## config.mk

```make
export PLATFORM = sky130hd
export DESIGN_NAME = slink_mem_node
export DESIGN_NICKNAME = d
export VERILOG_FILES = /design/src/source/slink_pkg.sv /design/src/source/slink_tx.sv /design/src/source/slink_rx.sv /design/src/source/slink_mem_node.sv
export SDC_FILE = /design/constraint.sdc
export NUM_CORES = 2
export LEC_CHECK = 0
export BUFFER_PORTS_ARGS = -buffer_cell sky130_fd_sc_hd__buf_2
export CAP_MARGIN = 10
export CELL_PAD_IN_SITES_DETAIL_PLACEMENT = 0
export CELL_PAD_IN_SITES_GLOBAL_PLACEMENT = 1
export CORE_MARGIN = 10
export CORE_UTILIZATION = 49
export CTS_CLUSTER_DIAMETER = 40
export DETAILED_ROUTE_END_ITERATION = 10
export PLACE_DENSITY_LB_ADDON = 0.1
export SYNTH_ARGS = -nofsm -noshare
export SYNTH_HDL_FRONTEND = slang
export SYNTH_SLANG_ARGS = --single-unit
export TNS_END_PERCENT = 50
```

## constraint.sdc

```tcl
create_clock -name clk_i -period 5.56 [get_ports clk_i]
set_clock_uncertainty 0.15 [all_clocks]
set_input_delay 0.278 -clock clk_i [delete_from_list [all_inputs] [get_ports clk_i]]
set_output_delay 0.278 -clock clk_i [all_outputs]
set_load 0.05 [all_outputs]
```

## src/source/slink_pkg.sv

```systemverilog
/*
  Shared sizes, opcodes and frame layouts of the serial link.
  Every RTL block takes these by a wildcard import.
*/

`default_nettype none

package slink_pkg;

  //////////////////////////////////////////////////
  // Link sizes
  //////////////////////////////////////////////////

  localparam int unsigned NumLanes     = 4;
  localparam int unsigned ClkDiv       = 2;
  localparam int unsigned AddrWidth    = 6;
  localparam int unsigned DataWidth    = 32;
  localparam int unsigned StatusWidth  = 6;
  localparam int unsigned FrameWidth   = 40;
  localparam int unsigned NumBeats     = FrameWidth / NumLanes;
  localparam int unsigned NumWords     = 2 ** AddrWidth;
  localparam int unsigned BeatCntWidth = $clog2(NumBeats + 1);
  localparam int unsigned DivCntWidth  = (ClkDiv > 1) ? $clog2(ClkDiv) : 1;

  //////////////////////////////////////////////////
  // Frame types
  //////////////////////////////////////////////////

  // op_idle never travels in a valid frame
  typedef enum logic [1:0] {
    op_idle  = 2'd0,
    op_read  = 2'd1,
    op_write = 2'd2,
    op_rsp   = 2'd3
  } slink_op_e;

  typedef struct packed {
    logic                 write;
    logic [AddrWidth-1:0] addr;
    logic [DataWidth-1:0] wdata;
  } slink_req_t;

  typedef struct packed {
    slink_op_e            op;
    logic [AddrWidth-1:0] addr;
    logic [DataWidth-1:0] data;
  } slink_req_frame_t;

  // Status bit 0 flags an error
  typedef struct packed {
    slink_op_e              op;
    logic [StatusWidth-1:0] status;
    logic [DataWidth-1:0]   data;
  } slink_rsp_frame_t;

  // Same 40 bits seen as request or response
  typedef union packed {
    slink_req_frame_t req;
    slink_rsp_frame_t rsp;
  } slink_frame_u;

  typedef struct packed {
    logic [NumLanes-1:0] beat;
    logic                strobe;
  } slink_lanes_t;

endpackage

`default_nettype wire

```

## src/source/slink_tx.sv

```systemverilog
/*
  Link serializer. Takes one frame on tx_start_i and sends it MSB first,
  NumLanes bits per beat, one beat every ClkDiv cycles.
  The strobe toggles with every new beat.
*/

`timescale 1ns/10ps
`default_nettype none

module slink_tx import slink_pkg::*; (
  input  wire logic         clk_i,
  input  wire logic         rst_n_i,
  input  wire logic         tx_start_i,
  input  wire slink_frame_u tx_frame_i,
  output logic              tx_busy_o,
  output slink_lanes_t      lanes_o
);

  logic [FrameWidth-1:0]   frame_bits;
  logic [FrameWidth-1:0]   shift_q;
  logic [BeatCntWidth-1:0] beat_cnt_q;
  logic [DivCntWidth-1:0]  div_cnt_q;
  logic                    busy_q;
  slink_lanes_t            lanes_q;
  logic                    load;
  logic                    div_wrap;
  logic                    last_beat;

  assign frame_bits = tx_frame_i;
  assign load       = tx_start_i && !busy_q;
  assign div_wrap   = div_cnt_q == DivCntWidth'(ClkDiv - 1);
  assign last_beat  = beat_cnt_q == BeatCntWidth'(NumBeats);

  // Control and lane registers
  always_ff @(posedge clk_i) begin
    if (!rst_n_i) begin
      busy_q     <= 1'b0;
      beat_cnt_q <= '0;
      div_cnt_q  <= '0;
      lanes_q    <= '0;
    end else if (load) begin
      busy_q         <= 1'b1;
      beat_cnt_q     <= BeatCntWidth'(1);
      div_cnt_q      <= '0;
      lanes_q.beat   <= frame_bits[FrameWidth-1 -: NumLanes];
      lanes_q.strobe <= ~lanes_q.strobe;
    end else if (busy_q) begin
      if (div_wrap) begin
        div_cnt_q <= '0;
        // Last beat has been held long enough
        if (last_beat) begin
          busy_q <= 1'b0;
        end else begin
          beat_cnt_q     <= beat_cnt_q + 1'b1;
          lanes_q.beat   <= shift_q[FrameWidth-1 -: NumLanes];
          lanes_q.strobe <= ~lanes_q.strobe;
        end
      end else begin
        div_cnt_q <= div_cnt_q + 1'b1;
      end
    end
  end

  // Remaining beats with the next one on top
  always_ff @(posedge clk_i) begin
    if (load) begin
      shift_q <= frame_bits << NumLanes;
    end else if (busy_q && div_wrap && !last_beat) begin
      shift_q <= shift_q << NumLanes;
    end
  end

  assign tx_busy_o = busy_q;
  assign lanes_o   = lanes_q;

endmodule

`default_nettype wire

```

## src/source/slink_rx.sv

```systemverilog
/*
  Link deserializer. Registers the lanes, takes a beat on every strobe
  toggle and pulses frame_valid_o once NumBeats beats are collected.
*/

`timescale 1ns/10ps
`default_nettype none

module slink_rx import slink_pkg::*; (
  input  wire logic         clk_i,
  input  wire logic         rst_n_i,
  input  wire slink_lanes_t lanes_i,
  output logic              frame_valid_o,
  output slink_frame_u      frame_o
);

  slink_lanes_t            lanes_q;
  logic                    strobe_prev_q;
  logic [BeatCntWidth-1:0] beat_cnt_q;
  logic                    valid_q;
  logic [FrameWidth-1:0]   shift_q;
  logic                    toggle;
  logic                    frame_done;

  // A beat is valid when the strobe changed
  assign toggle     = lanes_q.strobe != strobe_prev_q;
  assign frame_done = beat_cnt_q == BeatCntWidth'(NumBeats - 1);

  always_ff @(posedge clk_i) begin
    if (!rst_n_i) begin
      lanes_q       <= '0;
      strobe_prev_q <= 1'b0;
      beat_cnt_q    <= '0;
      valid_q       <= 1'b0;
    end else begin
      lanes_q       <= lanes_i;
      strobe_prev_q <= lanes_q.strobe;
      valid_q       <= toggle && frame_done;
      if (toggle) begin
        beat_cnt_q <= frame_done ? '0 : beat_cnt_q + 1'b1;
      end
    end
  end

  // Beats enter at the bottom so the first one ends up on top
  always_ff @(posedge clk_i) begin
    if (toggle) begin
      shift_q <= {shift_q[FrameWidth-NumLanes-1:0], lanes_q.beat};
    end
  end

  assign frame_valid_o = valid_q;
  assign frame_o       = shift_q;

endmodule

`default_nettype wire

```

## src/source/slink_mem_node.sv

```systemverilog
/*
  Memory endpoint of the link. Decodes each request frame, reads or
  writes its word array and answers with one response frame.
*/

`timescale 1ns/10ps
`default_nettype none

module slink_mem_node import slink_pkg::*; (
  input  wire logic         clk_i,
  input  wire logic         rst_n_i,
  input  wire slink_lanes_t lanes_i,
  output slink_lanes_t      lanes_o
);

  logic [DataWidth-1:0] mem_q [NumWords];
  logic                 rx_valid;
  slink_frame_u         rx_frame;
  slink_rsp_frame_t     rsp_d;
  slink_frame_u         rsp_q;
  logic                 start_q;
  logic                 wr_en;

  assign wr_en = rx_valid && (rx_frame.req.op == op_write);

  // Answer to the incoming request
  always_comb begin
    rsp_d    = '0;
    rsp_d.op = op_rsp;
    case (rx_frame.req.op)
      op_read:  rsp_d.data = mem_q[rx_frame.req.addr];
      op_write: rsp_d.data = '0;
      default:  rsp_d.status[0] = 1'b1;
    endcase
  end

  //////////////////////////////////////////////////
  // Word array and response launch
  //////////////////////////////////////////////////

  always_ff @(posedge clk_i) begin
    if (!rst_n_i) begin
      mem_q <= '{default: '0};
    end else if (wr_en) begin
      mem_q[rx_frame.req.addr] <= rx_frame.req.data;
    end
  end

  always_ff @(posedge clk_i) begin
    if (!rst_n_i) begin
      start_q <= 1'b0;
    end else begin
      start_q <= rx_valid;
    end
  end

  always_ff @(posedge clk_i) begin
    if (rx_valid) begin
      rsp_q.rsp <= rsp_d;
    end
  end

  slink_rx i_rx (
    .clk_i        (clk_i),
    .rst_n_i      (rst_n_i),
    .lanes_i      (lanes_i),
    .frame_valid_o(rx_valid),
    .frame_o      (rx_frame)
  );

  // Response sender, started one cycle after a complete request
  slink_tx i_tx (
    .clk_i     (clk_i),
    .rst_n_i   (rst_n_i),
    .tx_start_i(start_q),
    .tx_frame_i(rsp_q),
    .tx_busy_o (),
    .lanes_o   (lanes_o)
  );

endmodule

`default_nettype wire

```

==> flow_results.org <==
** Critical path
- CP Data Required Time :: 6.12 ns
- Ordered cell list for the critical path :: buf_12, buf_4, nor2_4, a221oi_1, nor2_1, o21ai_0, o211ai_1, o31a_1
- Top cell family by delay on the critical path :: compound AO/OA/AOI/OAI gates
- CP Class :: register to register
- Buffer and inverter count on the worst path :: 2
- STA classifies the critical path startpoint as a register.
- Of all nets on the critical path, the largest fanout is 29.
- Nature of the critical path endpoint :: register
- The largest individual stage delay along the critical path comes from the cell o21ai_0.
- Data arrives at the worst endpoint at 5.11 ns.
- The largest single stage delay on the critical path is 1.17 ns.

** Routing
- Total number of vias :: 84,993
- DRC violation count after routing :: 0
- After detailed routing, the average wire length per cell comes to 28.7 microns.
- Remaining antenna violation count after routing :: 0
- The first TritonRoute pass finished after 8 iterations.
- Average vias per placed instance :: 6.13
- The routed design has 398 mm of wire.
- In this run, the number of DRC markers left after iteration 0 of detailed routing was 9,973.

** Floorplan
- Die width :: 465 microns
- The core region is 197,000 sq um.
- IO Pins :: 12
- The floorplan step defined a die boundary enclosing 217,000 sq um.
- In this run the core area contains 163 standard-cell rows.
- Die height :: 465 microns
- For this configuration, the core starts out at a cell density of 0.493.

** Synth
- Synthesized netlist cell count :: 11,318
- Total standard cell area after synthesis :: 97,200 sq um
- Synthesis Warnings :: 0
- Counting distinct cell types in the post-synthesis netlist gives 76.
- Post-synthesis net count :: 11,329
- In this run the mean area of a mapped cell was 8.59 sq um.
- Number of enable flip-flop cells after synthesis :: 109
- Count of state elements after synthesis :: 2,180
- For this run, the leading register cell type out of synthesis is dfxtp_1.
- For this run, asynchronously set or reset flops after synthesis account for 0.
- Seq/Total Area, Yosys :: 0.460

** Clock network
- The longest clock path from root to sink contains 4 buffers.
- TritonCTS built the clock tree.
- Clk pin slew, worst setup/hold paths :: 0.06 ns
- CTS H-Tree Depth :: 5
- Number of hold buffers added after cts :: 11
- The clock net in this run drives a total of 2,180 sinks.
- Cts repair resizes :: 0
- CTS Buf Count :: 359
- The clock reaches the later pin of the worst-skew pair after 0.99 ns.
- The tree is rooted in a clkbuf_16.
- After clock tree synthesis, the setup repair step added 0 buffers.

** Hold path
- In this run the worst hold path is classified as register to register.

** Placement
- Input and output buffers added on the ports amount to 11.
- Worst slack after detailed placement :: 1.25 ns
- After legalization and detailed placement, the total HPWL measured 229 mm.
- The congestion estimate from routability-driven global placement came to 0.980.

** GRT
- Via count of the first global-routing pass :: 80,731
- GRT Overall Usage :: 0.354
- Initial antenna violation count :: 17
- For this run the aggregate overflow at the end of global routing stands at 0.
- Largest net degree at the start of global routing :: 256
- First-pass GRT wire length :: 573 mm

** Power and ir drop
- VDD sags by at most 0.347 mV.
- The analysis attributes to cell leakage a power of 36.8 nW.
- Overall power consumption after layout is estimated at 41.0 mW.
- Total power divided by cell area :: 367 nW/um^2

** STA
- Number of endpoints failing setup at the final stage :: 0
- Final period utilization :: 0.818
- Adding up every negative setup slack in the final design gives 0 ns.
- Clock period minus worst slack :: 4.55 ns
- PnR worst setup slack :: 1.01 ns
- Hold slack :: 0.252 ns
- Setup repair after global routing left no endpoint under its margin.
- The final hold violation count was 0.
- The final number of max-transition violations was 1.
- Actual transition at the worst max-transition pin :: 1.49 ns
- Headroom to the max-slew limit came out at -0.00147.
- Highest attainable clock frequency :: 220 MHz

** Finish
- Layout overhead on the synthesized area :: 14.9%
- Of the cells placed in the final design, the portion with a size suffix greater than 1 is 0.128.
- For this run, the post-layout net count is 10,956.

** Status
- The flow ran to the end, but the final reports show violations.
- The checks that failed: max-capacitance violations, max-slew violations.

** Job
- Max-cap violations in this run came to 1.
placed cells by master, fill, tap and decap left out, types with 87 or more instances in the layout:
cell / count
mux2_2: 93
nand2_1: 4333
edfxtp_1: 109
mux4_2: 248
a21boi_1: 853
a21boi_0: 1199
mux2i_1: 192
dfxtp_1: 2070
a221oi_1: 203
buf_4: 326
a21oi_1: 104
clkbuf_16: 368
o21ai_0: 126
a22oi_1: 87
nor2_1: 137
through the flow:
stage | area, sq um | instances | util
2_1_floorplan | 97200 | 11318 | -
3_3_place_gp | 99200 | 13208 | 0.503
3_5_place_dp | 99200 | 13212 | 0.503
4_1_cts | 112000 | 13860 | 0.566
5_1_grt | 112000 | 13862 | 0.566
6_report | 112000 | 13866 | 0.566
per-layer routing:
layer	track usage	part of all wire	up-vias
met5	0	0.00017	-
met4	0.223	0.073	10
met3	0.0864	0.10	1166
met2	0.545	0.44	4451
met1	0.444	0.39	41880
li1	-	-	37486
worst paths after layout:
path | startpoint | end | slack (ns) | depth (start not counted)
worst max-delay path | i_rx.frame_o[32] | rsp_q[0] | 1.01 | 8
worst min-delay path | i_rx.lanes_q[3] | i_rx.frame_o[2] | 0.25 | 0
worst max register to register | i_rx.frame_o[32] | rsp_q[0] | 1.01 | 8
worst min register to register | i_rx.lanes_q[3] | i_rx.frame_o[2] | 0.25 | 0
where the power goes:
group	leakage (nW)	internal, mW	switching [mW]	total, mW
Sequential	17.7	15.8	0.0474	15.8
Clock	5.91	14.6	8.28	22.9
Combinational	13.2	0.617	1.67	2.29
final cells by class:
class | count | area [sq um]
clock inverters | 201 | 2500
multi-input cells | 8014 | 48000
flip-flops and latches | 2180 | 44700
fillers | 17551 | 85600
inverters | 9 | 43.8
diodes | 5 | 12.5
clock buffers | 436 | 9780
well taps | 2640 | 3300
repair buffers | 381 | 3290
flip-flops by register name, indices dropped and copies added, names as in the netlist:
signal / cells
mem_q: 2048
i_rx.frame_o: 40
i_tx.shift_q: 36
rsp_q: 33
i_rx.lanes_q: 5
i_tx.lanes_o: 5
i_rx.beat_cnt_q: 4
i_tx.beat_cnt_q: 4
i_rx.frame_valid_o: 1
i_rx.strobe_prev_q: 1
i_tx.div_cnt_q: 1
i_tx.tx_busy_o: 1
start_q: 1
worst reg2reg max path, cell delays in order (launching register included):
cell and delay, ns:
edfxtp_1 0.81, buf_12 0.34, buf_4 0.30, nor2_4 0.13
a221oi_1 0.68, nor2_1 0.13, o21ai_0 1.18, o211ai_1 0.23
o31a_1 0.34
kinds of logic after synthesis:
family / share of synthesized area
mux: 0.0885
buf+inv: 0.0509
fa+ha+maj: 0.000515
flops: 0.460
simple gates: 0.183
compound gates: 0.216
xor+xnor: 0.000631
cell usage after synthesis, types with 8 or more instances:
cell type / instances / area, sq um
nand2_1: 4333 / 16300
dfxtp_1: 2071 / 41500
a21boi_0: 1199 / 9000
a21boi_1: 853 / 6400
clkbuf_1: 767 / 2880
buf_2: 257 / 1290
mux4_2: 248 / 5590
nor2_1: 208 / 781
a221oi_1: 203 / 1780
mux2i_1: 193 / 1930
o21ai_0: 129 / 646
edfxtp_1: 109 / 3270
a21oi_1: 104 / 521
mux2_2: 93 / 1050
a22oi_1: 87 / 653
o22ai_1: 52 / 325
buf_6: 36 / 405
buf_4: 29 / 218
o221ai_1: 27 / 236
a22o_1: 26 / 228
buf_1: 24 / 90.1
nand3_1: 23 / 115
and2_1: 22 / 138
a221o_1: 20 / 200
o31a_1: 19 / 166
o211ai_1: 15 / 113
nor3_1: 12 / 60.1
nor2b_1: 11 / 68.8
a211oi_1: 10 / 75.1
a31oi_1: 9 / 56.3
a221oi_2: 8 / 120
Power figures use the tool's default switching activity.
