===== config.mk =====
export PLATFORM = sky130hd
export DESIGN_NAME = slink_ctrl
export DESIGN_NICKNAME = d
export VERILOG_FILES = /design/src/source/slink_pkg.sv /design/src/source/slink_tx.sv /design/src/source/slink_rx.sv /design/src/source/slink_ctrl.sv
export SDC_FILE = /design/constraint.sdc
export NUM_CORES = 1
export LEC_CHECK = 0
export BUFFER_PORTS_ARGS = -buffer_cell sky130_fd_sc_hd__buf_2
export CAP_MARGIN = 20
export CORE_UTILIZATION = 59
export CTS_CLUSTER_SIZE = 30
export DETAILED_ROUTE_END_ITERATION = 7
export GPL_ROUTABILITY_DRIVEN = 0
export PLACE_DENSITY_LB_ADDON = 0.15
export SYNTH_ARGS = -nofsm -noshare
export SYNTH_HDL_FRONTEND = slang
export SYNTH_SLANG_ARGS = --single-unit

===== constraint.sdc =====
create_clock -name clk_i -period 7.15 [get_ports clk_i]
set_clock_uncertainty 0.15 [all_clocks]
set_input_delay 0.3575 -clock clk_i [delete_from_list [all_inputs] [get_ports clk_i]]
set_output_delay 0.3575 -clock clk_i [all_outputs]
set_load 0.05 [all_outputs]

===== src/source/slink_pkg.sv =====
/*
  Shared sizes, opcodes and frame layouts of the serial link.
  Every RTL block takes these by a wildcard import.
*/

`default_nettype none

package slink_pkg;

  //////////////////////////////////////////////////
  // Link sizes
  //////////////////////////////////////////////////

  localparam int unsigned NumLanes     = 4;
  localparam int unsigned ClkDiv       = 2;
  localparam int unsigned AddrWidth    = 6;
  localparam int unsigned DataWidth    = 32;
  localparam int unsigned StatusWidth  = 6;
  localparam int unsigned FrameWidth   = 40;
  localparam int unsigned NumBeats     = FrameWidth / NumLanes;
  localparam int unsigned NumWords     = 2 ** AddrWidth;
  localparam int unsigned BeatCntWidth = $clog2(NumBeats + 1);
  localparam int unsigned DivCntWidth  = (ClkDiv > 1) ? $clog2(ClkDiv) : 1;

  //////////////////////////////////////////////////
  // Frame types
  //////////////////////////////////////////////////

  // op_idle never travels in a valid frame
  typedef enum logic [1:0] {
    op_idle  = 2'd0,
    op_read  = 2'd1,
    op_write = 2'd2,
    op_rsp   = 2'd3
  } slink_op_e;

  typedef struct packed {
    logic                 write;
    logic [AddrWidth-1:0] addr;
    logic [DataWidth-1:0] wdata;
  } slink_req_t;

  typedef struct packed {
    slink_op_e            op;
    logic [AddrWidth-1:0] addr;
    logic [DataWidth-1:0] data;
  } slink_req_frame_t;

  // Status bit 0 flags an error
  typedef struct packed {
    slink_op_e              op;
    logic [StatusWidth-1:0] status;
    logic [DataWidth-1:0]   data;
  } slink_rsp_frame_t;

  // Same 40 bits seen as request or response
  typedef union packed {
    slink_req_frame_t req;
    slink_rsp_frame_t rsp;
  } slink_frame_u;

  typedef struct packed {
    logic [NumLanes-1:0] beat;
    logic                strobe;
  } slink_lanes_t;

endpackage

`default_nettype wire


===== src/source/slink_tx.sv =====
/*
  Link serializer. Takes one frame on tx_start_i and sends it MSB first,
  NumLanes bits per beat, one beat every ClkDiv cycles.
  The strobe toggles with every new beat.
*/

`timescale 1ns/10ps
`default_nettype none

module slink_tx import slink_pkg::*; (
  input  wire logic         clk_i,
  input  wire logic         rst_n_i,
  input  wire logic         tx_start_i,
  input  wire slink_frame_u tx_frame_i,
  output logic              tx_busy_o,
  output slink_lanes_t      lanes_o
);

  logic [FrameWidth-1:0]   frame_bits;
  logic [FrameWidth-1:0]   shift_q;
  logic [BeatCntWidth-1:0] beat_cnt_q;
  logic [DivCntWidth-1:0]  div_cnt_q;
  logic                    busy_q;
  slink_lanes_t            lanes_q;
  logic                    load;
  logic                    div_wrap;
  logic                    last_beat;

  assign frame_bits = tx_frame_i;
  assign load       = tx_start_i && !busy_q;
  assign div_wrap   = div_cnt_q == DivCntWidth'(ClkDiv - 1);
  assign last_beat  = beat_cnt_q == BeatCntWidth'(NumBeats);

  // Control and lane registers
  always_ff @(posedge clk_i) begin
    if (!rst_n_i) begin
      busy_q     <= 1'b0;
      beat_cnt_q <= '0;
      div_cnt_q  <= '0;
      lanes_q    <= '0;
    end else if (load) begin
      busy_q         <= 1'b1;
      beat_cnt_q     <= BeatCntWidth'(1);
      div_cnt_q      <= '0;
      lanes_q.beat   <= frame_bits[FrameWidth-1 -: NumLanes];
      lanes_q.strobe <= ~lanes_q.strobe;
    end else if (busy_q) begin
      if (div_wrap) begin
        div_cnt_q <= '0;
        // Last beat has been held long enough
        if (last_beat) begin
          busy_q <= 1'b0;
        end else begin
          beat_cnt_q     <= beat_cnt_q + 1'b1;
          lanes_q.beat   <= shift_q[FrameWidth-1 -: NumLanes];
          lanes_q.strobe <= ~lanes_q.strobe;
        end
      end else begin
        div_cnt_q <= div_cnt_q + 1'b1;
      end
    end
  end

  // Remaining beats with the next one on top
  always_ff @(posedge clk_i) begin
    if (load) begin
      shift_q <= frame_bits << NumLanes;
    end else if (busy_q && div_wrap && !last_beat) begin
      shift_q <= shift_q << NumLanes;
    end
  end

  assign tx_busy_o = busy_q;
  assign lanes_o   = lanes_q;

endmodule

`default_nettype wire


===== src/source/slink_rx.sv =====
/*
  Link deserializer. Registers the lanes, takes a beat on every strobe
  toggle and pulses frame_valid_o once NumBeats beats are collected.
*/

`timescale 1ns/10ps
`default_nettype none

module slink_rx import slink_pkg::*; (
  input  wire logic         clk_i,
  input  wire logic         rst_n_i,
  input  wire slink_lanes_t lanes_i,
  output logic              frame_valid_o,
  output slink_frame_u      frame_o
);

  slink_lanes_t            lanes_q;
  logic                    strobe_prev_q;
  logic [BeatCntWidth-1:0] beat_cnt_q;
  logic                    valid_q;
  logic [FrameWidth-1:0]   shift_q;
  logic                    toggle;
  logic                    frame_done;

  // A beat is valid when the strobe changed
  assign toggle     = lanes_q.strobe != strobe_prev_q;
  assign frame_done = beat_cnt_q == BeatCntWidth'(NumBeats - 1);

  always_ff @(posedge clk_i) begin
    if (!rst_n_i) begin
      lanes_q       <= '0;
      strobe_prev_q <= 1'b0;
      beat_cnt_q    <= '0;
      valid_q       <= 1'b0;
    end else begin
      lanes_q       <= lanes_i;
      strobe_prev_q <= lanes_q.strobe;
      valid_q       <= toggle && frame_done;
      if (toggle) begin
        beat_cnt_q <= frame_done ? '0 : beat_cnt_q + 1'b1;
      end
    end
  end

  // Beats enter at the bottom so the first one ends up on top
  always_ff @(posedge clk_i) begin
    if (toggle) begin
      shift_q <= {shift_q[FrameWidth-NumLanes-1:0], lanes_q.beat};
    end
  end

  assign frame_valid_o = valid_q;
  assign frame_o       = shift_q;

endmodule

`default_nettype wire


===== src/source/slink_ctrl.sv =====
/*
  Host endpoint of the link. Accepts one request at a time, sends it as a
  request frame and turns the returned frame into a one-cycle response.
  busy_o stays high while a request is in flight.
*/

`timescale 1ns/10ps
`default_nettype none

module slink_ctrl import slink_pkg::*; (
  input  wire logic                 clk_i,
  input  wire logic                 rst_n_i,
  input  wire logic                 req_valid_i,
  input  wire slink_req_t           req_i,
  output logic                      busy_o,
  output logic                      rsp_valid_o,
  output logic [DataWidth-1:0]      rsp_data_o,
  output logic                      rsp_err_o,
  output slink_lanes_t              lanes_o,
  input  wire slink_lanes_t         lanes_i
);

  typedef enum logic [1:0] {
    st_idle,
    st_send,
    st_wait
  } ctrl_state_e;

  ctrl_state_e          state_q;
  logic                 rsp_valid_q;
  logic [DataWidth-1:0] rsp_data_q;
  logic                 rsp_err_q;
  logic                 accept;
  logic                 tx_busy;
  slink_frame_u         tx_frame;
  logic                 rx_valid;
  slink_frame_u         rx_frame;

  assign accept = (state_q == st_idle) && req_valid_i;

  // Request view of the outgoing frame
  always_comb begin
    tx_frame          = '0;
    tx_frame.req.op   = req_i.write ? op_write : op_read;
    tx_frame.req.addr = req_i.addr;
    tx_frame.req.data = req_i.wdata;
  end

  //////////////////////////////////////////////////
  // Request FSM
  //////////////////////////////////////////////////

  always_ff @(posedge clk_i) begin
    if (!rst_n_i) begin
      state_q     <= st_idle;
      rsp_valid_q <= 1'b0;
    end else begin
      rsp_valid_q <= 1'b0;
      case (state_q)
        st_idle: if (accept) state_q <= st_send;
        st_send: if (!tx_busy) state_q <= st_wait;
        st_wait: begin
          if (rx_valid) begin
            rsp_valid_q <= 1'b1;
            state_q     <= st_idle;
          end
        end
        default: state_q <= st_idle;
      endcase
    end
  end

  // Response payload read through the response view
  always_ff @(posedge clk_i) begin
    if (rx_valid) begin
      rsp_data_q <= rx_frame.rsp.data;
      rsp_err_q  <= (rx_frame.rsp.op != op_rsp) || rx_frame.rsp.status[0];
    end
  end

  assign busy_o      = state_q != st_idle;
  assign rsp_valid_o = rsp_valid_q;
  assign rsp_data_o  = rsp_data_q;
  assign rsp_err_o   = rsp_err_q;

  //////////////////////////////////////////////////
  // Link ports
  //////////////////////////////////////////////////

  slink_tx i_tx (
    .clk_i     (clk_i),
    .rst_n_i   (rst_n_i),
    .tx_start_i(accept),
    .tx_frame_i(tx_frame),
    .tx_busy_o (tx_busy),
    .lanes_o   (lanes_o)
  );

  slink_rx i_rx (
    .clk_i        (clk_i),
    .rst_n_i      (rst_n_i),
    .lanes_i      (lanes_i),
    .frame_valid_o(rx_valid),
    .frame_o      (rx_frame)
  );

endmodule

`default_nettype wire


==> flow_summary_export.csv, run 1 <==
group,metric,value,unit
worst_setup_path,cpPeakStageDelay,790,ps
hold_path,min-delay-start,"req_valid_i",
final_layout,fin_area,6240,um^2
detailed_routing,via_count,2972,
floorplanning,io_pins,87,
clock_tree,hold_buffers,44,
yosys,synth_area,4680,um^2
final_layout,nNetsFinal,517,
yosys,synth_area_per_cell,14.3,um^2
yosys,synth_top_cell_by_area,"edfxtp_1",
clock_tree,post_cts.repair.setup_buffers,0,
final_layout,finalNonFillerCells,583,
clock_tree,numCtsBuffers,17,
pwr,p_leak,2.49,nW
worst_setup_path,cp-start-kind,"register",
flow_run,cap_violations,0,
floorplanning,dieWidth,91.0,um
final_layout,final_cell_mix,"edfxtp_1 (106), nand2_1 (101), buf_2 (86)",
floorplanning,die_y,91.0,um
pwr,ir_drop,0.206,mV
clock_tree,cts_tree,"yes",
yosys,synth_nets,377,
detailed_routing,wirelength,8650,um
final_layout,fill_cells,438,
worst_setup_path,slowest_stage,"or4b_4",
sta,grt_setup_unrepaired,"no",
worst_setup_path,cp.arrival,2150,ps
worst_setup_path,critPathMaxFanout,39,
place,place_inst,506,
worst_setup_path,crit_path_start,"state_q[1]$_SDFFE_PN0P_",
final_layout,fin_util,81.1,%
worst_setup_path,regToRegEndpoint,"i_tx.shift_q[18]$_DFFE_PP_",
sta,setup_viol_count_final,0,
clock_tree,path_clk_slew,60,ps
final_layout,diodes,0,
yosys,synth_area_leaders,"edfxtp_1 (68%), dfxtp_1 (11%), nand2_1 (8.1%)",
yosys,ys_seq_area_share,78.7,%
hold_path,hp-class,"input port to register",
floorplanning,coreArea,7690,um^2
clock_tree,clk_latency,500,ps
worst_setup_path,critical_path_buf_inv_count,1,
detailed_routing,ant_nets,0,
worst_setup_path,reg2regPathDepth,3,
grt,grt_pass1_wl,13800,um
sta,final.setup.tns,0,ps
yosys,synth.distinct_cells,34,
sta,hold-worst-slack,53.3,ps
yosys,synth-seq-cells,131,
place,io_buffers,86,
worst_setup_path,endpoint,"i_tx.shift_q[18]$_DFFE_PP_",
detailed_routing,routedWlPerCell,14.8,um
floorplanning,row_count,32,
worst_setup_path,cp.required,7190,ps
worst_setup_path,r2r_slack,5040,ps
place,placed_cell_area,5220,um^2
sta,post-route-period-util,29.5,%
detailed_routing,dr.pass1.iters,4,
yosys,yosys_warnings,0,
floorplanning,start_util,60.9,%
place,hpwl,4430,um
sta,tightest_slew,532,ps
detailed_routing,drc,0,
clock_tree,root_buffer,"clkbuf_8",
worst_setup_path,path_depth,3,
run_status,outcome,"complete, no violations",
worst_setup_path,path_cells,"or4b_4 > o21ai_4 > buf_12",
worst_setup_path,worstSetupPathType,"register to register",
clock_tree,cts-htree-levels,4,
grt,grt_usage,22.5,%
floorplanning,dieArea,8290,um^2
clock_tree,cts_resized,0,
yosys,syn-instance-count,328,
sta,max_freq,474,MHz
grt,grt_pass1_vias,2995,
sta,max_slew_margin,64.5,%
final_layout,drive_gt1_share,26.2,%
final_layout,final_common_cell,"edfxtp_1",
detailed_routing,drtIter0Drc,144,
grt,antenna_found_initial,0,
yosys,synth_top_area_share,68.0,%
worst_setup_path,rr_startpoint,"state_q[1]$_SDFFE_PN0P_",
grt,grt_remaining_overflow,0,
sta,finalHoldViolCount,0,
detailed_routing,vias_per_cell,5.10,
final_layout,areaGrowthSynthToFinish,33.3,%
worst_setup_path,end_kind,"register",
sta,min_period,2110,ps
worst_setup_path,crit_family,"simple AND/OR/NAND/NOR gates",
grt,grt_max_degree,42,
clock_tree,clkSinkCount,131,
clock_tree,clk_path_buf_depth,2,
sta,slew_viol_final,0,
pwr,p_per_area,301,nW/um^2
where the power goes:
group	switching (mW)	internal [mW]	leakage, nW
registers	0.0230	0.894	1.20
logic	0.0946	0.0613	1.03
clock network	0.335	0.472	0.260
flip-flops by register name, indices dropped and copies added (netlist names):
signal and flops:
i_rx.frame_o 37, i_tx.shift_q 36, rsp_data_o 32, i_rx.lanes_q 5, i_tx.lanes_o 5, i_rx.beat_cnt_q 4
i_tx.beat_cnt_q 4, state_q 2, i_rx.frame_valid_o 1, i_rx.strobe_prev_q 1, i_tx.div_cnt_q 1, i_tx.tx_busy_o 1
rsp_err_o 1, rsp_valid_o 1
through the flow:
step / power [mW] / worst slack [ps]
2_1_floorplan: 1.03 / 2940
3_3_place_gp: 1.05 / 4820
3_5_place_dp: 1.06 / 4760
4_1_cts: 1.88 / 4730
5_1_grt: 1.94 / 4950
6_report: 1.88 / 5040
metal layers:
layer	vias up	wire [um]	GRT usage [%]	part of all wire (%)
met1	1415	3410	24.8	39
met2	92	4660	39.4	54
met3	18	382	6.95	4.4
met5	-	0	0	0
li1	1447	-	-	-
met4	0	193	11.0	2.2
final cells by class:
type	instances	area, um^2	area share (%)
timing repair buffer	134	913	14.6
sequential	131	3680	59.1
multi-input combinational	178	928	14.9
tap	102	128	2.05
clock inverter	14	143	2.29
clock buffer	18	418	6.70
inverter	6	22.5	0.361
logic make-up after synthesis:
kind of cell | after synthesis | synth area share, %
compound gates | 32 | 4.01
xor+xnor | 2 | 0.375
fa+ha+maj | 2 | 0.535
buf+inv | 19 | 2.06
flops | 131 | 78.7
mux | 3 | 0.642
simple gates | 139 | 13.6
worst register-to-register path: cells and delay by family, from the launching register on:
kind                   cells  cell delay (ps)
and+or+nand+nor            1              790
buffers and inverters      1              250
AOI/OAI and AO/OA          1              230
DFF                        1              380
synthesized netlist by cell type:
library cell / count
a21oi_1: 9
a221oi_1: 1
a311oi_1: 1
a31oi_1: 6
and2_0: 1
and2_1: 11
and3b_1: 1
and4b_1: 2
buf_2: 2
buf_6: 3
clkbuf_1: 8
dfxtp_1: 25
edfxtp_1: 106
ha_1: 2
inv_1: 6
mux2i_1: 3
nand2_1: 101
nand2b_1: 4
nand3_1: 4
nand3b_1: 2
nor2_1: 4
nor3_1: 3
nor3b_1: 1
nor4b_4: 1
o21a_1: 1
o21ai_0: 11
o2bb2ai_1: 2
o31ai_1: 1
or2_2: 1
or3_1: 1
or4_1: 1
or4b_4: 1
xnor2_1: 1
xor2_1: 1
worst min path at each step:
stage | slack (ps) | endpoint | depth (start not counted)
2_1_floorplan | 240 | i_rx.frame_o[0]$_DFFE_PP_ | 0
3_3_place_gp | 240 | i_rx.frame_o[2]$_DFFE_PP_ | 0
3_5_place_dp | 240 | i_rx.frame_o[2]$_DFFE_PP_ | 0
4_1_cts | 20 | state_q[0]$_SDFFE_PN0P_ | 3
5_1_grt | 60 | state_q[0]$_SDFFE_PN0P_ | 3
6_report | 50 | state_q[0]$_SDFFE_PN0P_ | 3
(Power assumes the default switching activity.)
==> inputs of run 2 (changes only) <==
Settings changed: CORE_UTILIZATION 59 to 54.
Clock period 7.15 ns to 2 ns, I/O delays scaled along.
==> flow_summary_export.csv, run 2 (same netlist as run 1, synthesis figures left out) <==
group,metric,value,unit
run_status,outcome,"complete, no violations",
grt,grt_pass1_wl,13500,um
clock_tree,clk_latency,500,ps
place,placed_cell_area,5300,um^2
pwr,ir_drop,0.682,mV
grt,grt_pass1_vias,2906,
detailed_routing,dr.pass1.iters,5,
worst_setup_path,cpPeakStageDelay,510,ps
floorplanning,io_pins,87,
grt,grt_remaining_overflow,0,
detailed_routing,vias_per_cell,5.01,
floorplanning,start_util,56.4,%
sta,tightest_slew,430,ps
clock_tree,clk_path_buf_depth,2,
sta,max_freq,558,MHz
final_layout,final-seq-area,3680,um^2
hold_path,hp-class,"input port to register",
sta,setup_viol_count_final,0,
grt,top_usage_layer,"met2",
final_layout,diodes,0,
worst_setup_path,cp.arrival,2050,ps
floorplanning,dieWidth,95.1,um
sta,post-route-period-util,89.6,%
final_layout,areaGrowthSynthToFinish,36.1,%
grt,antenna_found_initial,0,
final_layout,fill_cells,494,
final_layout,largest_reg_flops,37,
detailed_routing,wirelength,8450,um
clock_tree,clkSinkCount,131,
sta,postLayoutSetupSlackWorst,209,ps
final_layout,final_cell_mix,"edfxtp_1 (106), nand2_1 (101), buf_2 (86)",
place,io_buffers,86,
detailed_routing,ant_nets,0,
sta,finalHoldViolCount,0,
worst_setup_path,slowest_stage,"dfxtp_1",
detailed_routing,drc,0,
grt,grt_max_degree,45,
clock_tree,cts-htree-levels,4,
floorplanning,die_y,95.1,um
worst_setup_path,worstSetupPathType,"register to register",
grt,global_route.usage.met2,33.5,%
worst_setup_path,cp.required,2260,ps
pwr,p_leak,2.55,nW
worst_setup_path,critPathMaxFanout,38,
detailed_routing,via_count,2993,
sta,grt_setup_unrepaired,"no",
clock_tree,cts_tree,"yes",
sta,slew_viol_final,0,
worst_setup_path,cp-start-kind,"register",
clock_tree,path_clk_slew,60,ps
final_layout,fin_util,76.7,%
clock_tree,root_buffer,"clkbuf_8",
sta,final.setup.tns,0,ps
sta,max_slew_margin,71.3,%
worst_setup_path,path_cells,"or4b_4 > buf_4 > nand2_1 > a311oi_1",
floorplanning,dieArea,9040,um^2
place,post-place-ws,230,ps
pwr,p_per_area,1060,nW/um^2
worst_setup_path,end_kind,"register",
detailed_routing,drtIter0Drc,178,
final_layout,nNetsFinal,528,
worst_setup_path,critical_path_buf_inv_count,1,
floorplanning,row_count,33,
clock_tree,numCtsBuffers,17,
final_layout,final_common_cell,"edfxtp_1",
final_layout,fin_area,6370,um^2
final_layout,multi_input_area,931,um^2
sta,min_period,1790,ps
flow_run,cap_violations,0,
worst_setup_path,crit_family,"flip-flops",
place,hpwl,4520,um
grt,use_met3,7.42,%
worst_setup_path,r2r_slack,210,ps
final_layout,drive_gt1_share,27.0,%
detailed_routing,routedWlPerCell,14.2,um
grt,met1_usage,24.3,%
grt,grt_usage,20.4,%
floorplanning,coreArea,8300,um^2
-- run 2: cell types whose count changed in the layout (fill, tap and decap cells not counted), sizes merged --
| cell | before | now |
|---|---|---|
| buf | 90 | 94 |
| dlygate4sd3 | 44 | 51 |
-- run 2: worst paths after layout --
kind,startpoint,depth (start not counted),endpoint
min reg2reg,i_rx.lanes_q[3]$_SDFF_PN0_,0,i_rx.frame_o[2]$_DFFE_PP_
max,i_tx.tx_busy_o$_SDFF_PN0_,4,i_tx.beat_cnt_q[1]$_SDFFE_PP0P_
max reg2reg,i_tx.tx_busy_o$_SDFF_PN0_,4,i_tx.beat_cnt_q[1]$_SDFFE_PP0P_
min,req_i[38],3,i_tx.lanes_o[3]$_SDFFE_PN0P_
-- run 2: worst reg2reg max path, stage by stage, from the launching register on --
cell and delay, ps:
dfxtp_1 510, or4b_4 210, buf_4 340, nand2_1 210, a311oi_1 280
-- run 2: final cells by class --
| cell class | instances | area share, % |
|---|---|---|
| multi-input cells | 178 | 14.6 |
| clock buffers | 18 | 6.56 |
| clock inverters | 14 | 2.24 |
| flip-flops and latches | 131 | 57.9 |
| well taps | 105 | 2.06 |
| repair buffers | 145 | 16.3 |
| inverters | 6 | 0.354 |
-- run 2: what timing repair did --
item,4_1_cts,5_1_grt
buffers inserted,0,0
gates resized for setup,0,0
endpoints found under the hold margin,56,0
hold buffers,51,0
-- run 2: routing by layer --
metal | wire, um | vias to the layer above
met5 | 0 | -
met4 | 144 | 0
met3 | 387 | 18
met2 | 4380 | 88
met1 | 3540 | 1424
li1 | - | 1463
-- run 2: report_power, final --
part / switching [mW] / internal, mW / leakage (nW)
combinational: 0.342 / 0.248 / 1.09
sequential: 0.0742 / 3.19 / 1.20
clock: 1.20 / 1.69 / 0.260
total: 1.61 / 5.13 / 2.55
-- run 2: per-stage QoR --
| stage | power [mW] | std cells | hold slack [ps] |
|---|---|---|---|
| 2_1_floorplan | 3.66 | 328 | 62.6 |
| 3_3_place_gp | 3.80 | 514 | 158 |
| 3_5_place_dp | 3.83 | 514 | 160 |
| 4_1_cts | 6.79 | 597 | 164 |
| 5_1_grt | 6.99 | 597 | 185 |
| 6_report | 6.74 | 597 | 222 |
==> inputs of run 3 (changes only) <==
Settings changed: CORE_UTILIZATION 54 to 59.
Clock period 2 ns to 2.25 ns, I/O delays scaled along.
==> flow_summary_export.csv, run 3 (same netlist as run 1, synthesis figures left out) <==
group,metric,value,unit
run_status,outcome,"complete, no violations",
clock_tree,cts_tree,"yes",
grt,grt_max_degree,45,
grt,grt_pass1_wl,14400,um
worst_setup_path,end_kind,"register",
clock_tree,cts-htree-levels,4,
clock_tree,clk_latency,510,ps
sta,post-route-period-util,94.5,%
clock_tree,post_cts.repair.setup_buffers,0,
pwr,ir_drop,0.649,mV
detailed_routing,drtIter0Drc,168,
floorplanning,row_count,32,
detailed_routing,routedWlPerCell,14.9,um
place,hpwl,4600,um
final_layout,nNetsFinal,528,
sta,finalHoldViolCount,0,
final_layout,drive_gt1_share,26.0,%
clock_tree,clk_path_buf_depth,2,
grt,antenna_found_initial,0,
place,io_buffers,86,
sta,tightest_slew,453,ps
pwr,p_per_area,936,nW/um^2
detailed_routing,wirelength,8840,um
grt,grt_usage,23.5,%
floorplanning,coreArea,7690,um^2
final_layout,areaGrowthSynthToFinish,35.5,%
final_layout,final_common_cell,"edfxtp_1",
final_layout,fill_cells,400,
sta,slew_viol_final,0,
sta,max_slew_margin,69.8,%
grt,grt_pass1_vias,3012,
sta,min_period,2130,ps
sta,grt_setup_unrepaired,"no",
final_layout,final_cell_mix,"edfxtp_1 (106), nand2_1 (101), buf_2 (86)",
worst_setup_path,critPathMaxFanout,8,
floorplanning,dieWidth,91.0,um
grt,grt_remaining_overflow,0,
worst_setup_path,cp.arrival,2430,ps
sta,final.setup.tns,0,ps
clock_tree,root_buffer,"clkbuf_8",
pwr,p_leak,2.56,nW
worst_setup_path,cp-start-kind,"register",
worst_setup_path,cp.required,2550,ps
clock_tree,clkSinkCount,131,
clock_tree,path_clk_slew,60,ps
worst_setup_path,worstSetupPathType,"register to register",
detailed_routing,drc,0,
final_layout,largest_reg_flops,37,
flow_run,cap_violations,0,
detailed_routing,dr.pass1.iters,4,
hold_path,hp-class,"input port to register",
clock_tree,numCtsBuffers,17,
pwr,p_total,5.94,mW
floorplanning,dieArea,8290,um^2
detailed_routing,via_count,3039,
sta,max_freq,470,MHz
sta,setup_viol_count_final,0,
floorplanning,io_pins,87,
floorplanning,die_y,91.0,um
detailed_routing,ant_nets,0,
floorplanning,start_util,60.9,%
detailed_routing,vias_per_cell,5.11,
-- run 3: stage by stage --
stage | std cells | instance area, um^2 | utilization (%) | hold slack, ps | worst slack [ps]
after CTS | 594 | 6340 | 82.5 | 223 | 139
final | 595 | 6340 | 82.5 | 245 | 124
after floorplan | 328 | 4700 | - | 75.1 | 18.0
after global placement | 509 | 5260 | 68.5 | 170 | 419
after detailed placement | 509 | 5260 | 68.5 | 173 | 420
after global routing | 594 | 6340 | 82.5 | 249 | 34.7
-- run 3: area by class of cell --
class                           instances  area, um^2  share of cell area (%)
Antenna cell                            1        2.50                  0.0395
Clock buffer                           17         414                    6.53
Tap cell                              102         128                    2.01
Sequential cell                       131        3680                    58.1
Inverter                                6        22.5                   0.355
Clock inverter                         15         131                    2.07
Multi-Input combinational cell        178         928                    14.6
Timing Repair Buffer                  145        1030                    16.3
-- run 3: power breakdown --
part	switching [mW]	internal, mW
combinational	0.299	0.217
sequential	0.0748	2.84
clock	1.11	1.40
-- run 3: final timing paths --
| kind | slack [ps] | cells past startpoint | endpoint | start |
|---|---|---|---|---|
| worst max-delay path | 120 | 6 | i_tx.lanes_o[3]$_SDFFE_PN0P_ | i_tx.beat_cnt_q[0]$_SDFFE_PN0P_ |
| worst min-delay path | 240 | 4 | i_tx.shift_q[14]$_DFFE_PP_ | req_i[10] |
| worst max register to register | 120 | 6 | i_tx.lanes_o[3]$_SDFFE_PN0P_ | i_tx.beat_cnt_q[0]$_SDFFE_PN0P_ |
| worst min register to register | 260 | 0 | i_rx.frame_o[3]$_DFFE_PP_ | i_rx.lanes_q[4]$_SDFF_PN0_ |
-- run 3: timing repair --
action                                 CTS  global route
hold buffers                            53             0
endpoints found under the hold margin   57             0
gates resized for setup                  0             0
setup endpoints to repair                0             0
-- run 3: per-layer routing --
metal	vias up	GRT usage [%]	routed length [um]	share of wire (%)
met5	-	0	0	0
li1	1472	-	-	-
met3	14	7.37	413	4.7
met4	0	9.92	133	1.5
met2	86	40.8	4780	54
met1	1467	26.8	3510	40
-- run 3: worst max-delay path, cell delays in order, from the launching register on --
cell and delay (ps):
dfxtp_1 340, inv_1 80, ha_1 160, and3b_1 380, o21ai_0 150, a221oi_1 240, dlygate4sd3_1 570
